===== src/tilemap_config.svh =====
`ifndef TILEMAP_CONFIG_SVH
`define TILEMAP_CONFIG_SVH

////////////////////////////////////////////////////////////
// Raster geometry
////////////////////////////////////////////////////////////

`define H_TOTAL       318 // Pixel ticks per line
`define H_ACTIVE      256
`define HSYNC_START   271 // First position with sync high
`define HSYNC_END     289 // Last position with sync high
`define V_TOTAL       256 // Lines per frame
`define V_ACTIVE      240

////////////////////////////////////////////////////////////
// Host bus regions
////////////////////////////////////////////////////////////

// Bases are aligned to their sizes
`define MAP_BASE      16'h0000
`define MAP_SIZE      1024
`define GFX_BASE      16'h2000
`define GFX_SIZE      8192
`define PAL_BASE      16'h4000
`define PAL_SIZE      32   // Two bytes per palette entry

// Pixel ticks through each part of the colour path
`define BG_PIPE_DELAY 3
`define PAL_DELAY     1

`endif


===== src/video_pkg.sv =====
package video_pkg;

  // Beam position
  typedef logic [8:0] hpos_t;      // Pixel within a line, 0 to 317
  typedef logic [7:0] vpos_t;      // Line within a frame

  // Pixel and colour values
  typedef logic [3:0] pixel_t;     // Palette index from the playfield
  typedef logic [3:0] color_t;     // One of red, green or blue

  // Tile map entry, selects 32 bytes of tile graphics
  typedef logic [7:0] tile_code_t;

endpackage


===== src/video_out.sv =====
`timescale 1ns/1ps

`include "tilemap_config.svh"

module video_out (
  input  logic              clk_sys,
  input  logic              rst,
  input  logic              pix_ce,
  input  logic              hblank_in,
  input  logic              vblank_in,
  input  logic              hsync_in,
  input  video_pkg::color_t red_in,
  input  video_pkg::color_t green_in,
  input  video_pkg::color_t blue_in,
  output video_pkg::color_t red,
  output video_pkg::color_t green,
  output video_pkg::color_t blue,
  output logic              hblank,
  output logic              vblank,
  output logic              hsync
);

  // Colour arrives this many ticks behind the beam flags
  localparam int DEPTH = `BG_PIPE_DELAY + `PAL_DELAY;

  logic [DEPTH-1:0] hblank_dly;
  logic [DEPTH-1:0] vblank_dly;
  logic [DEPTH-1:0] hsync_dly;
  logic             blank;

  assign blank = hblank_dly[DEPTH-1] | vblank_dly[DEPTH-1];

  always_ff @(posedge clk_sys) begin
    if (rst) begin
      hblank_dly <= '0;
      vblank_dly <= '0;
      hsync_dly  <= '0;
      hblank     <= 1'b0;
      vblank     <= 1'b0;
      hsync      <= 1'b0;
      red        <= '0;
      green      <= '0;
      blue       <= '0;
    end else if (pix_ce) begin
      hblank_dly <= {hblank_dly[DEPTH-2:0], hblank_in};
      vblank_dly <= {vblank_dly[DEPTH-2:0], vblank_in};
      hsync_dly  <= {hsync_dly[DEPTH-2:0], hsync_in};
      hblank     <= hblank_dly[DEPTH-1];
      vblank     <= vblank_dly[DEPTH-1];
      hsync      <= hsync_dly[DEPTH-1];
      red        <= blank ? '0 : red_in;    // Black outside the visible area
      green      <= blank ? '0 : green_in;
      blue       <= blank ? '0 : blue_in;
    end
  end

endmodule


===== config.mk =====
export PLATFORM = sky130hd
export DESIGN_NAME = video_out
export DESIGN_NICKNAME = d
export VERILOG_FILES = /design/src/video_pkg.sv /design/src/video_out.sv
export VERILOG_INCLUDE_DIRS = /design/src
export SDC_FILE = /design/constraint.sdc
export NUM_CORES = 1
export LEC_CHECK = 0
export CAP_MARGIN = 20
export CELL_PAD_IN_SITES_DETAIL_PLACEMENT = 1
export CELL_PAD_IN_SITES_GLOBAL_PLACEMENT = 1
export CORE_ASPECT_RATIO = 2
export CORE_MARGIN = 10
export CORE_UTILIZATION = 41
export CTS_CLUSTER_SIZE = 12
export DETAILED_ROUTE_END_ITERATION = 10
export DONT_BUFFER_PORTS = 1
export GPL_ROUTABILITY_DRIVEN = 0
export PLACE_DENSITY_LB_ADDON = 0.15
export SETUP_SLACK_MARGIN = 0.1
export SLEW_MARGIN = 20
export SYNTH_ARGS = -nofsm -noshare
export SYNTH_HDL_FRONTEND = slang
export SYNTH_SLANG_ARGS = --single-unit

===== constraint.sdc =====
create_clock -name clk_sys -period 0.9 [get_ports clk_sys]
set_input_delay 0.135 -clock clk_sys [delete_from_list [all_inputs] [get_ports clk_sys]]
set_output_delay 0.135 -clock clk_sys [all_outputs]
set_load 0.005 [all_outputs]

==> impl_metrics.yaml <==
pwr:
  total_power_mw: 2.02
  ir_worst_vdd_mv: 1.04
  switching_share: 0.202
  p_switching_mw: 0.408
  sequentialPowerShare: 0.628
  clkPwrFrac: 0.330
  p_int_mw: 1.61
  comb_power_share: 0.042
  power_density_nw_per_um2: 1820
  leakagePower_nw: 0.418
final_layout:
  final_common_cell: "dfxtp_1"
  final_nets: 116
  drive_above_1_share: 0.113
  layout_common_cells: "dfxtp_1, mux2i_1, nor2_1"
  fill_cells: 301
  antenna_cells: 0
  utilization: 0.438
  areaGrowthSynthToFinish_pct: 3.37
die:
  coreArea_um2: 2540
  start_util: 0.424
  fp.dieArea_um2: 5200
  die_w_um: 56.2
  num_rows: 26
  pin_count: 33
  die_y_um: 92.5
routing:
  routed_wl_um: 2130
  routed-via-count: 682
  drt_iter0_drc: 16
  drc: 0
  post_drt_wl_per_cell_um: 17.0
  drtPass1Iterations: 3
  viasPerCell: 5.46
  antenna_left: 0
timing:
  rsz0062_at_grt: "yes"
  hold_ws_ps: -81.4
  period_share: 0.874
  max-slew-margin-rel: 0.912
  finalHoldViolCount: 27
  worst_slew_pin_slew_ps: 129
  fmax_ghz: 1.27
  setup_slack_ps: 114
  period_needed_ps: 786
  slew_viol_final: 0
  setup_viol: 0
  finClkSkew_ps: 1.02
  setup_tns_ps: 0
clock_tree:
  htree_levels: 1
  clockRootBuffer: "clkbuf_8"
  postCtsSetupRepairBufs: 0
  tritoncts: "built"
  cts_buffer_depth: 2
  clk_pin_slew_ps: 90
  clock_latency_ps: 260
  numClockSinks: 27
  cts-buffers-inserted: 3
yosys:
  synth_area_per_cell_um2: 10.5
  synth_area_um2: 1080
  synth_nets: 120
  ys_warn_count: 0
  seq_area_frac_synth: 0.502
  synth_cell_type_count: 11
  synth-seq-cells: 27
  synth_cells: 102
min_path:
  hold_path_class: "in2reg"
global_route:
  grt_pass1_wl_um: 3480
  grtUsageMet1: 0.0850
  overflow: 0
  grt_use_met2: 0.131
  busiest_layer: "met2"
  grt_pass1_vias: 661
  antenna_found_initial: 0
  grt_max_degree: 40
  grt.met3_usage: 0.0397
  grtUsageTotal: 0.0798
critical_path:
  critPathTopFamily: "flip-flops"
  start_kind: "register"
  crit_chain: "nand4bb_1, a21oi_1"
  crit_buf_inv: 0
  required_ps: 1100
  path_class: "reg2reg"
  worstSetupEndpointType: "register"
  critical_path_arrival_ps: 980
  max_stage_delay_ps: 390
  cp_max_fo: 14
  cp_slowest_cell: "dfxtp_4"
flow_run:
  cap_violations: 0
outcome:
  status: "finished, violations left"
  violations: "negative hold slack"
placement:
  place_ws_ps: -26.3
  io_buffers: 0
  dp_hpwl_um: 1540
-- layout make-up --
cell class	instances	area, µm²	area share
clock buffers	4	45.0	0.0405
multi-input cells	66	477	0.429
flip-flops and latches	27	556	0.499
well taps	28	35.0	0.0315
-- power groups by stage --
stage,registers (mW),clock network [mW],logic [mW]
floorplan,1.29,0,0.134
global placement,1.30,0,0.0835
detailed placement,1.30,0,0.0867
CTS,1.27,0.704,0.0873
global route,1.28,0.752,0.0981
finish,1.27,0.667,0.0851
-- flip-flops by register name (all words and copies together), names as in the netlist --
register    count
hblank_dly      4
hsync_dly       4
red             4
green           4
vblank          1
hsync           1
vblank_dly      4
blue            4
hblank          1
-- worst paths after layout --
path,start,end,slack (ps),depth (start not counted)
setup reg to reg,hblank_dly[3],green[1],110,2
hold / removal,rst,blue[0],-80,1
hold reg to reg,blue[3],blue[3],480,2
setup / recovery,hblank_dly[3],green[1],110,2
-- through the flow --
step | cells | cell area (µm²) | hold WS (ps)
after floorplan | 102 | 1080 | 282
after global placement | 121 | 1050 | 207
after detailed placement | 121 | 1050 | 210
after CTS | 125 | 1100 | -93.5
after global routing | 125 | 1110 | -99.0
final | 125 | 1110 | -81.4
-- routing by layer --
layer	up-vias	part of all wire
li1	343	-
met1	320	0.38
met2	19	0.52
met3	0	0.097
met4	0	0
met5	-	0
-- cells by family (layout without fill, tap and decap cells) --
logic type             Yosys count  count (layout)  synth area share
buffers and inverters            9               4            0.0547
AND/OR/NAND/NOR                 39              39             0.248
flip-flops                      27              27             0.502
AO/OA/AOI/OAI                   12              12            0.0558
multiplexers                    15              15             0.140
-- what timing repair did --
| action | in CTS | in global routing |
|---|---|---|
| setup endpoints to repair | 17 | 18 |
| resized for setup | 4 | 6 |
| hold endpoints to repair | 27 | 27 |
-- Yosys cell counts (all sizes together) --
master / number / area [µm²]
nor2: 15 / 56.3
nand2b: 12 / 75.1
clkbuf: 2 / 7.51
buf: 7 / 51.3
dfxtp: 27 / 541
nand4bb: 12 / 135
mux2i: 15 / 150
a21oi: 12 / 60.1
No activity file was read; power rests on OpenSTA's default activity.
