<file path="src/tilemap_config.svh">
`ifndef TILEMAP_CONFIG_SVH
`define TILEMAP_CONFIG_SVH

////////////////////////////////////////////////////////////
// Raster geometry
////////////////////////////////////////////////////////////

`define H_TOTAL       318 // Pixel ticks per line
`define H_ACTIVE      256
`define HSYNC_START   271 // First position with sync high
`define HSYNC_END     289 // Last position with sync high
`define V_TOTAL       256 // Lines per frame
`define V_ACTIVE      240

////////////////////////////////////////////////////////////
// Host bus regions
////////////////////////////////////////////////////////////

// Bases are aligned to their sizes
`define MAP_BASE      16'h0000
`define MAP_SIZE      1024
`define GFX_BASE      16'h2000
`define GFX_SIZE      8192
`define PAL_BASE      16'h4000
`define PAL_SIZE      32   // Two bytes per palette entry

// Pixel ticks through each part of the colour path
`define BG_PIPE_DELAY 3
`define PAL_DELAY     1

`endif

</file>
<file path="src/video_pkg.sv">
package video_pkg;

  // Beam position
  typedef logic [8:0] hpos_t;      // Pixel within a line, 0 to 317
  typedef logic [7:0] vpos_t;      // Line within a frame

  // Pixel and colour values
  typedef logic [3:0] pixel_t;     // Palette index from the playfield
  typedef logic [3:0] color_t;     // One of red, green or blue

  // Tile map entry, selects 32 bytes of tile graphics
  typedef logic [7:0] tile_code_t;

endpackage

</file>
<file path="src/host_bus_pkg.sv">
package host_bus_pkg;

  // Host write bus
  typedef logic [15:0] bus_addr_t;  // Byte address
  typedef logic [7:0]  bus_data_t;  // Write data byte

  // Palette entry select, taken from address bits 4:1
  typedef logic [3:0]  pal_index_t;

endpackage

</file>
<file path="src/palette_channel.sv">
`timescale 1ns/1ps

`include "tilemap_config.svh"

module palette_channel #(
  parameter int CHANNEL = 0  // 0 red, 1 green, 2 blue
) (
  input  logic                     clk_sys,
  input  logic                     pix_ce,
  input  logic                     pal_we,
  input  host_bus_pkg::pal_index_t pal_index,
  input  logic                     pal_odd,
  input  host_bus_pkg::bus_data_t  pal_data,
  input  video_pkg::pixel_t        pixel,
  output video_pkg::color_t        color
);

  import video_pkg::*;

  localparam int   ENTRIES  = `PAL_SIZE / 2;
  localparam logic WANT_ODD = (CHANNEL == 0);  // Red lives in the odd byte
  localparam logic HIGH_NIB = (CHANNEL == 1);  // Green shares the even byte with blue

  color_t pal_mem [ENTRIES];
  logic   wr_hit;
  color_t wr_value;

  assign wr_hit   = pal_we && (pal_odd == WANT_ODD);
  assign wr_value = HIGH_NIB ? pal_data[7:4] : pal_data[3:0];

  always_ff @(posedge clk_sys) begin
    if (wr_hit) begin
      pal_mem[pal_index] <= wr_value;
    end
  end

  // One tick lookup
  always_ff @(posedge clk_sys) begin
    if (pix_ce) begin
      color <= pal_mem[pixel];
    end
  end

endmodule

</file>
<file path="config.mk">
export PLATFORM = sky130hd
export DESIGN_NAME = palette_channel
export DESIGN_NICKNAME = d
export VERILOG_FILES = /design/src/video_pkg.sv /design/src/host_bus_pkg.sv /design/src/palette_channel.sv
export VERILOG_INCLUDE_DIRS = /design/src
export SDC_FILE = /design/constraint.sdc
export NUM_CORES = 1
export LEC_CHECK = 0
export ABC_AREA = 1
export BUFFER_PORTS_ARGS = -buffer_cell sky130_fd_sc_hd__buf_4
export CAP_MARGIN = 20
export CORE_MARGIN = 4
export CORE_UTILIZATION = 59
export CTS_CLUSTER_DIAMETER = 40
export DETAILED_ROUTE_END_ITERATION = 8
export PLACE_DENSITY_LB_ADDON = 0.3
export SKIP_LAST_GASP = 1
export SYNTH_ARGS = -nofsm -noshare
export SYNTH_HDL_FRONTEND = slang
export SYNTH_SLANG_ARGS = --single-unit
</file>
<file path="constraint.sdc">
create_clock -name clk_sys -period 1.3 [get_ports clk_sys]
set_input_delay 0.195 -clock clk_sys [delete_from_list [all_inputs] [get_ports clk_sys]]
set_output_delay 0.195 -clock clk_sys [all_outputs]
set_load 0.01 [all_outputs]
</file>
==> metrics <==
result of the run finished, final reports clean; Post-CTS Setup Bufs 0; Register-to-Register Path Depth 6; category of cells accounting for the largest share of critical-path delay simple AND/OR/NAND/NOR gates; final critical-path required period 1.13 ns; global placer's final weighted congestion 0.789; WL final 5680 um; Die Y-Extent 79.4 um; per-cell via count in the routed design 5.07; capture instance of the worst register-to-register path color[0]; proportion of layout cells with a drive suffix above 1 0.132; CP max stage cell edfxtp_1; final hold vios 0; count of state elements after synthesis 68; register-to-register setup slack 0.17 ns; Distinct cells, synth 10; full die area 6310 sq um; Max Freq 886 MHz; capturing element type of the critical path flip-flop; worst reg2reg path startpoint pal_mem[13][0]; power density over cell area 1290 nW/um^2; Req. time, crit path 1.39 ns; clock root cell clkbuf_8; clock-pin transition on the worst setup and hold timing paths 0.07 ns; post_cts resized 0; Sw Share 0.219; number of remaining DRC errors 0; P_sw 963 uW; count of port buffers added during placement 19; Cell Chain, Critical Path inv_1, nand2_1, nand3_1, nand3_1, nand3_1, nand2_1; Ports 24; worst slew pin tran 0.451 ns; delay of the slowest cell on the worst path 0.38 ns; CTS H-tree lvls 3; Leakage 0.00147 uW; startpoint kind of the worst setup timing path flip-flop; Setup Slack @ Placement -0.0246 ns; DR iter-0 viols 194; combinational share of power 0.070; number of antenna cells inserted 0; CTS Buf Count 9; Site Rows 25; yosys warns 0; Crit Path Class flip-flop to flip-flop; global-route wire length before repair 9320 um; worst hold slack 0.0884 ns; sequential share of power 0.560; wire length per cell after detailed routing 14.5 um; setup slack of the critical path after layout 0.172 ns; cells taking the most area after synthesis edfxtp_1 68%, nand2_1 11%, nand3_1 8.1%; starting density of the core 0.621; end of the worst hold path color[0]; hold path startpoint pix_ce; maximum fanout encountered on the critical timing path 1; max-slew violation count 0; proportion of synthesized chip area in sequential cells 0.678; Remaining Overflow, GRT 0; area fraction of the dominant cell type after synthesis 0.678; reported max-cap violation count 0; Clock Tree Buf Depth 2; worst clock skew 0.00543 ns; CP Data Arrival Time 1.22 ns; antenna-violating nets left 0; number of filler cells placed in the layout 347; vias in the first global route 1952; Detail Placement HPWL 3700 um; total design power 4390 uW; CTS sink count 68; total buffers and inverters traversed by the critical path 1; growth of design area from synthesis to finish 12.7%; later-pin clock latency in the skew report 0.33 ns; count of cells along the worst hold path 1; class of the tightest hold or removal check input pin to flip-flop; Mapped Area 3010 sq um; fin nets 340; number of placed instances, taps included 376; Final Instance Count excl. Fillers 392; largest vdd supply drop 0.00101 V; CTS tree yes; cts hold-fix bufs 0; GRT Util Overall 0.208; detailed-router iteration count before antenna repair 4; Final Setup Violations 0; number of cells produced by synthesis 293; period utilisation layout 0.868; share of power burned in the clock network 0.371; placeable core region 4850 sq um; Chip Width 79.4 um; maximum number of pins on one net before global-route repair 31; unrepaired setup endpoints after global routing no; Top cell by count, worst path nand3_1; Levels on crit path 6; Mean Syn Cell Area 10.3 sq um; initial antenna violation count 0; largest area contributor in the synthesized netlist edfxtp_1; Slew Limit Headroom 0.698; internal cell power 3430 uW; via count 1986; Mapped Nets 313; setup TNS 0 ns
## area by class of cell
class	count	area (sq um)	area share
flip-flops and latches	68	2040	0.602
multi-input cells	159	662	0.195
inverters	55	211	0.0623
repair buffers	27	203	0.0597
clock buffers	9	124	0.0365
clock inverters	7	67.6	0.0199
well taps	67	83.8	0.0247
## how the worst max path moves through the flow
stage | start | end | slack [ns]
after CTS | pal_mem[14][0] | color[0] | 0.18
after detailed placement | pal_we | pal_mem[4][1] | -0.02
after floorplan | pixel[0] | color[2] | 0.27
final | pal_mem[13][0] | color[0] | 0.17
after global placement | pixel[0] | color[2] | 0.03
after global routing | pal_mem[14][3] | color[3] | 0.08
## cells by family (layout without fill, tap and decap cells)
kind of cell	Yosys count	after routing	synth area share
and+or+nand+nor	159	159	0.220
DFF	68	68	0.678
buffers and inverters	66	98	0.102
## cells in the mapped netlist (all sizes together)
cell    number
nor2        18
nand3       49
buf         11
edfxtp      68
inv         55
nand2       91
nand3b       1
## metal layers
metal | GRT usage | vias up | wire (um)
li1 | - | 994 | -
met1 | 0.250 | 894 | 2270
met5 | 0 | - | 0
met4 | 0.0997 | 0 | 100
met2 | 0.344 | 88 | 2860
met3 | 0.0609 | 10 | 446
## worst reg2reg max path, cell delays in order (launching register included)
cell and delay (ns):
edfxtp_1 0.38, inv_1 0.08, nand2_1 0.05, nand3_1 0.08, nand3_1 0.12, nand3_1 0.12, nand2_1 0.06
## power groups by stage
stage / Clock [uW] / Combinational [uW] / Sequential (uW)
after floorplan: 0 / 176 / 2510
after global placement: 0 / 297 / 2500
after detailed placement: 0 / 303 / 2510
after CTS: 1670 / 306 / 2460
after global routing: 1780 / 343 / 2460
final: 1630 / 306 / 2460
## registers in the layout (all words and copies together) (netlist names)
| register | cells |
|---|---|
| color | 4 |
| pal_mem | 64 |
## stage by stage
step / util / cell area [sq um]
2_1_floorplan: - / 3010
3_3_place_gp: 0.660 / 3200
6_report: 0.700 / 3390
3_5_place_dp: 0.660 / 3200
4_1_cts: 0.700 / 3390
5_1_grt: 0.700 / 3390
## cell usage in the layout (no fill, tap or decap)
cell type	count
nand2_1	91
edfxtp_1	68
inv_1	53
nand3_1	49
buf_4	27
nor2_1	18
clkbuf_8	9
clkinvlp_4	4
inv_4	2
clkinv_1	2
nand3b_1	1
bufinv_16	1
Power figures use the tool's default switching activity.
