## config.mk

```make
export PLATFORM = sky130hd
export DESIGN_NAME = beam_counter
export DESIGN_NICKNAME = d
export VERILOG_FILES = /design/src/video_pkg.sv /design/src/beam_counter.sv
export VERILOG_INCLUDE_DIRS = /design/src
export SDC_FILE = /design/constraint.sdc
export NUM_CORES = 1
export LEC_CHECK = 0
export ABC_AREA = 1
export BUFFER_PORTS_ARGS = -buffer_cell sky130_fd_sc_hd__buf_4
export CELL_PAD_IN_SITES_DETAIL_PLACEMENT = 2
export CELL_PAD_IN_SITES_GLOBAL_PLACEMENT = 2
export CORE_ASPECT_RATIO = 0.9
export CORE_UTILIZATION = 29
export CTS_CLUSTER_SIZE = 12
export DETAILED_ROUTE_END_ITERATION = 12
export HOLD_SLACK_MARGIN = 0.02
export PLACE_DENSITY = 0.88
export RECOVER_POWER = 50
export SYNTH_ARGS = -nofsm -noshare
export SYNTH_HDL_FRONTEND = slang
export SYNTH_SLANG_ARGS = --single-unit
```

## constraint.sdc

```tcl
create_clock -name clk_sys -period 2.1 [get_ports clk_sys]
set_input_delay 0.105 -clock clk_sys [delete_from_list [all_inputs] [get_ports clk_sys]]
set_output_delay 0.105 -clock clk_sys [all_outputs]
set_load 0.1 [all_outputs]
```

## src/tilemap_config.svh

```systemverilog
`ifndef TILEMAP_CONFIG_SVH
`define TILEMAP_CONFIG_SVH

////////////////////////////////////////////////////////////
// Raster geometry
////////////////////////////////////////////////////////////

`define H_TOTAL       318 // Pixel ticks per line
`define H_ACTIVE      256
`define HSYNC_START   271 // First position with sync high
`define HSYNC_END     289 // Last position with sync high
`define V_TOTAL       256 // Lines per frame
`define V_ACTIVE      240

////////////////////////////////////////////////////////////
// Host bus regions
////////////////////////////////////////////////////////////

// Bases are aligned to their sizes
`define MAP_BASE      16'h0000
`define MAP_SIZE      1024
`define GFX_BASE      16'h2000
`define GFX_SIZE      8192
`define PAL_BASE      16'h4000
`define PAL_SIZE      32   // Two bytes per palette entry

// Pixel ticks through each part of the colour path
`define BG_PIPE_DELAY 3
`define PAL_DELAY     1

`endif

```

## src/video_pkg.sv

```systemverilog
package video_pkg;

  // Beam position
  typedef logic [8:0] hpos_t;      // Pixel within a line, 0 to 317
  typedef logic [7:0] vpos_t;      // Line within a frame

  // Pixel and colour values
  typedef logic [3:0] pixel_t;     // Palette index from the playfield
  typedef logic [3:0] color_t;     // One of red, green or blue

  // Tile map entry, selects 32 bytes of tile graphics
  typedef logic [7:0] tile_code_t;

endpackage

```

## src/beam_counter.sv

```systemverilog
`timescale 1ns/1ps

`include "tilemap_config.svh"

module beam_counter (
  input  logic             clk_sys,
  input  logic             rst,
  input  logic             pix_ce,
  output video_pkg::hpos_t hpos,
  output video_pkg::vpos_t vpos,
  output logic             hblank,
  output logic             vblank,
  output logic             hsync
);

  import video_pkg::*;

  hpos_t hpos_next;
  vpos_t vpos_next;
  logic  line_end;

  assign line_end  = (hpos == hpos_t'(`H_TOTAL - 1));
  assign hpos_next = line_end ? '0 : hpos + 9'd1;

  // Line count moves only on the last pixel of a line
  always_comb begin
    vpos_next = vpos;
    if (line_end) begin
      if (vpos == vpos_t'(`V_TOTAL - 1)) begin
        vpos_next = '0;
      end else begin
        vpos_next = vpos + 8'd1;
      end
    end
  end

  // Flags come from the next count so they change together with it
  always_ff @(posedge clk_sys) begin
    if (rst) begin
      hpos   <= '0;
      vpos   <= '0;
      hblank <= 1'b0;
      vblank <= 1'b0;
      hsync  <= 1'b0;
    end else if (pix_ce) begin
      hpos   <= hpos_next;
      vpos   <= vpos_next;
      hblank <= (hpos_next >= hpos_t'(`H_ACTIVE));
      vblank <= (vpos_next >= vpos_t'(`V_ACTIVE));
      hsync  <= (hpos_next >= hpos_t'(`HSYNC_START)) &&
                (hpos_next <= hpos_t'(`HSYNC_END)); // Inside the hblank window
    end
  end

endmodule

```

==> metrics.txt <==
area share of the largest cell type after synthesis 32.1%; gr usage total 21.1%; most common cell in the netlist nand2_1; antenna viol nets, final 0; placed wire-length estimate 3.10 mm; worst-path cell chain ha_1 > nand3_1 > nor2_1 > nand3_1 > nand2_1 > nand3_1 > nor2_1 > nand3_1 > a21oi_1; Worst setup EP type flip-flop; nets@finish 224; Crit path largest cell delay 0.40 ns; Storage cell area 408 µm²; synthesized area 1250 µm²; die height 64.3 µm; Clock transition at path regs 0.10 ns; CTS resizes 0; most used cell, CP nand3_1; reg2reg path depth 9; H-tree level count 1; RePlAce Congestion 0.827; CORE AREA 4100 µm²; asr flop ratio synth 0%; Num CTS Buffers 3; top post-synthesis cells by count nand2_1, inv_1, dfxtp_1; Filler Cells Inserted 510; drt total wl 4.47 mm; CTS tree built; Synth-to-Final Area Change 16.6%; antenna violations before repair 0; Num Clock Sinks 20; number of max-slew violations in the final report 0; kind of critical path flip-flop to flip-flop; clock buffer depth 2; max_cap viols 0; postcts setup bufs 0; Worst VDD drop 0.216 mV; Initial Util 30.4%; Mapped Nets 202; IO Port Bufs 22; Setup WS post-layout 0.245 ns; met3 wire length 71 µm; hold path endpoint vblank; ranking of synthesized cells by area dfxtp_1, nand2_1, inv_1, nand3_1, a21oi_1; Post-synth EDFFs 0; worst r2r src hpos[0]; Worst R2R Setup Slack 0.24 ns; Final Hold Viols 0; power per cell area 725 nW/µm²; DR iter-0 viols 96; count of different cell masters after synthesis 24; Met2 Routed Length 1.91 mm; fin cells 263; crit start category flip-flop; static leakage 0.635 nW; Multi-input gate area 697 µm²; first-pass GRT wire length 7.50 mm; Synth area leader dfxtp_1; RSZ-0062 raised after global routing false; Post-CTS Hold Buffers 0; Syn Inst Count 194; HP Class primary input to flip-flop; Seq/Total Area, Yosys 32.1%; DR vias 1342; required time of the critical path 2.31 ns; Seq cells post-synth 20; Via density 5.10; wire length per cell 17.0 µm; Slew HR 21.2%; layout cells sized above 1 10.2%; Slowest-stage cell, CP dfxtp_2; First-pass DRT Iterations 4; remaining global-route overflow 0; setup TNS 0 ns; Fmax 539 MHz; largest net degree at the start of global routing 19; Antenna Cells 0; final worst path period share 88.4%; hold depth 2; vias in the first global route 1438; Die ar. 4570 µm²; YS warnings 0; Ports 23; Die X-Extent 71.2 µm; Synth Flop Type dfxtp_1; drt drc 0; Max FO, Critical Path 7; status complete, no violations; DR top layer met4; Critical Path AT 2.07 ns; syn_area_per_cell 6.44 µm²; Final Util 35.5%; Metal-1 WL 2.44 mm; clk root buf clkbuf_8; FF-to-FF End hsync; Setup violations, final 0; dpl ws 0.238 ns; Inst Count DP 259; Clock Skews 0.00588 ns; Rows 22; min-delay src rst; Skew-Pair Late Insertion Delay 0.27 ns; min cycle time layout 1.86 ns; Worst Tran Pin Value 1.19 ns
==> worst max-delay path by stage <==
stage	start	endpoint	slack (ns)
final	hpos[0]	hsync	0.24
after global routing	hpos[0]	hsync	0.07
after CTS	hpos[1]	hsync	0.19
after detailed placement	hpos[1]	hsync	0.24
after global placement	hpos[1]	hsync	0.33
after floorplan	hpos[5]	vblank	0.03
==> layout make-up <==
class / instances / area share [%]
inverter: 32 / 8.25
multi-input combinational: 136 / 47.9
sequential: 20 / 28.0
timing repair buffer: 23 / 6.87
clock inverter: 1 / 2.06
tap: 48 / 4.12
clock buffer: 3 / 2.84
==> cells by family (layout without fill, tap and decap cells) <==
group                      count (synthesis)  count (layout)  share of synthesized area [%]
and+or+nand+nor                           92              92                           32.4
buffers and inverters                     38              59                           12.3
AOI/OAI and AO/OA                         37              37                           16.8
DFF                                       20              20                           32.1
adders and majority gates                  5               5                           5.01
xor gates and xnor gates                   2               2                           1.40
==> layer usage <==
metal  GRT usage (%)  vias to the layer above
met3            2.05                        6
li1                -                      667
met2            32.9                       17
met4            4.75                        0
met5               0                        -
met1            31.0                      652
==> power by group <==
part,total [mW],internal (mW),switching [mW],leakage [nW]
sequential,0.421,0.395,0.0264,0.166
clock,0.419,0.255,0.164,0.0357
combinational,0.216,0.0395,0.177,0.433
==> worst max-delay path, delay by kind of cell (launching register included) <==
family	cells	cell delay, ns
simple gates	7	1.00
compound gates	1	0.11
flops	1	0.40
fa+ha+maj	1	0.28
==> per-stage QoR <==
step | hold slack [ns] | instance area (µm²) | power (mW)
2_1_floorplan | 0.335 | 1260 | 0.601
3_3_place_gp | 0.383 | 1460 | 0.650
3_5_place_dp | 0.381 | 1460 | 0.654
4_1_cts | 0.0894 | 1530 | 1.07
5_1_grt | 0.0891 | 1460 | 1.09
6_report | 0.0849 | 1460 | 1.06
==> cell usage in the layout, fill, tap and decap left out <==
master     netlist  routed
a211oi_1         3       3
nand3_1         19      19
a21oi_2          1       1
a21boi_0         1       1
o211ai_1         2       2
o21ai_2          1       1
nand2_2          1       2
dfxtp_1         20      14
nor3_1           2       2
inv_1           31      31
clkbuf_2         0       2
clkbuf_8         0       3
a21oi_1         15      15
clkbuf_1         2      17
inv_2            1       1
dfxtp_2          0       6
nand3b_2         1       1
nor2_4           1       1
o21ai_0         13      13
bufinv_16        0       1
nand2_1         43      42
buf_1            0       1
nand4_1          6       6
buf_4            0       3
xor2_1           2       2
o21bai_1         1       1
nor2_1          19      19
ha_1             5       5
==> sequential cells by signal, summed over array words and instances, names as in the netlist, named ones only <==
name and cells:
vblank 1, hpos 9, hsync 1, vpos 6, hblank 1
(Power assumes the default switching activity.)
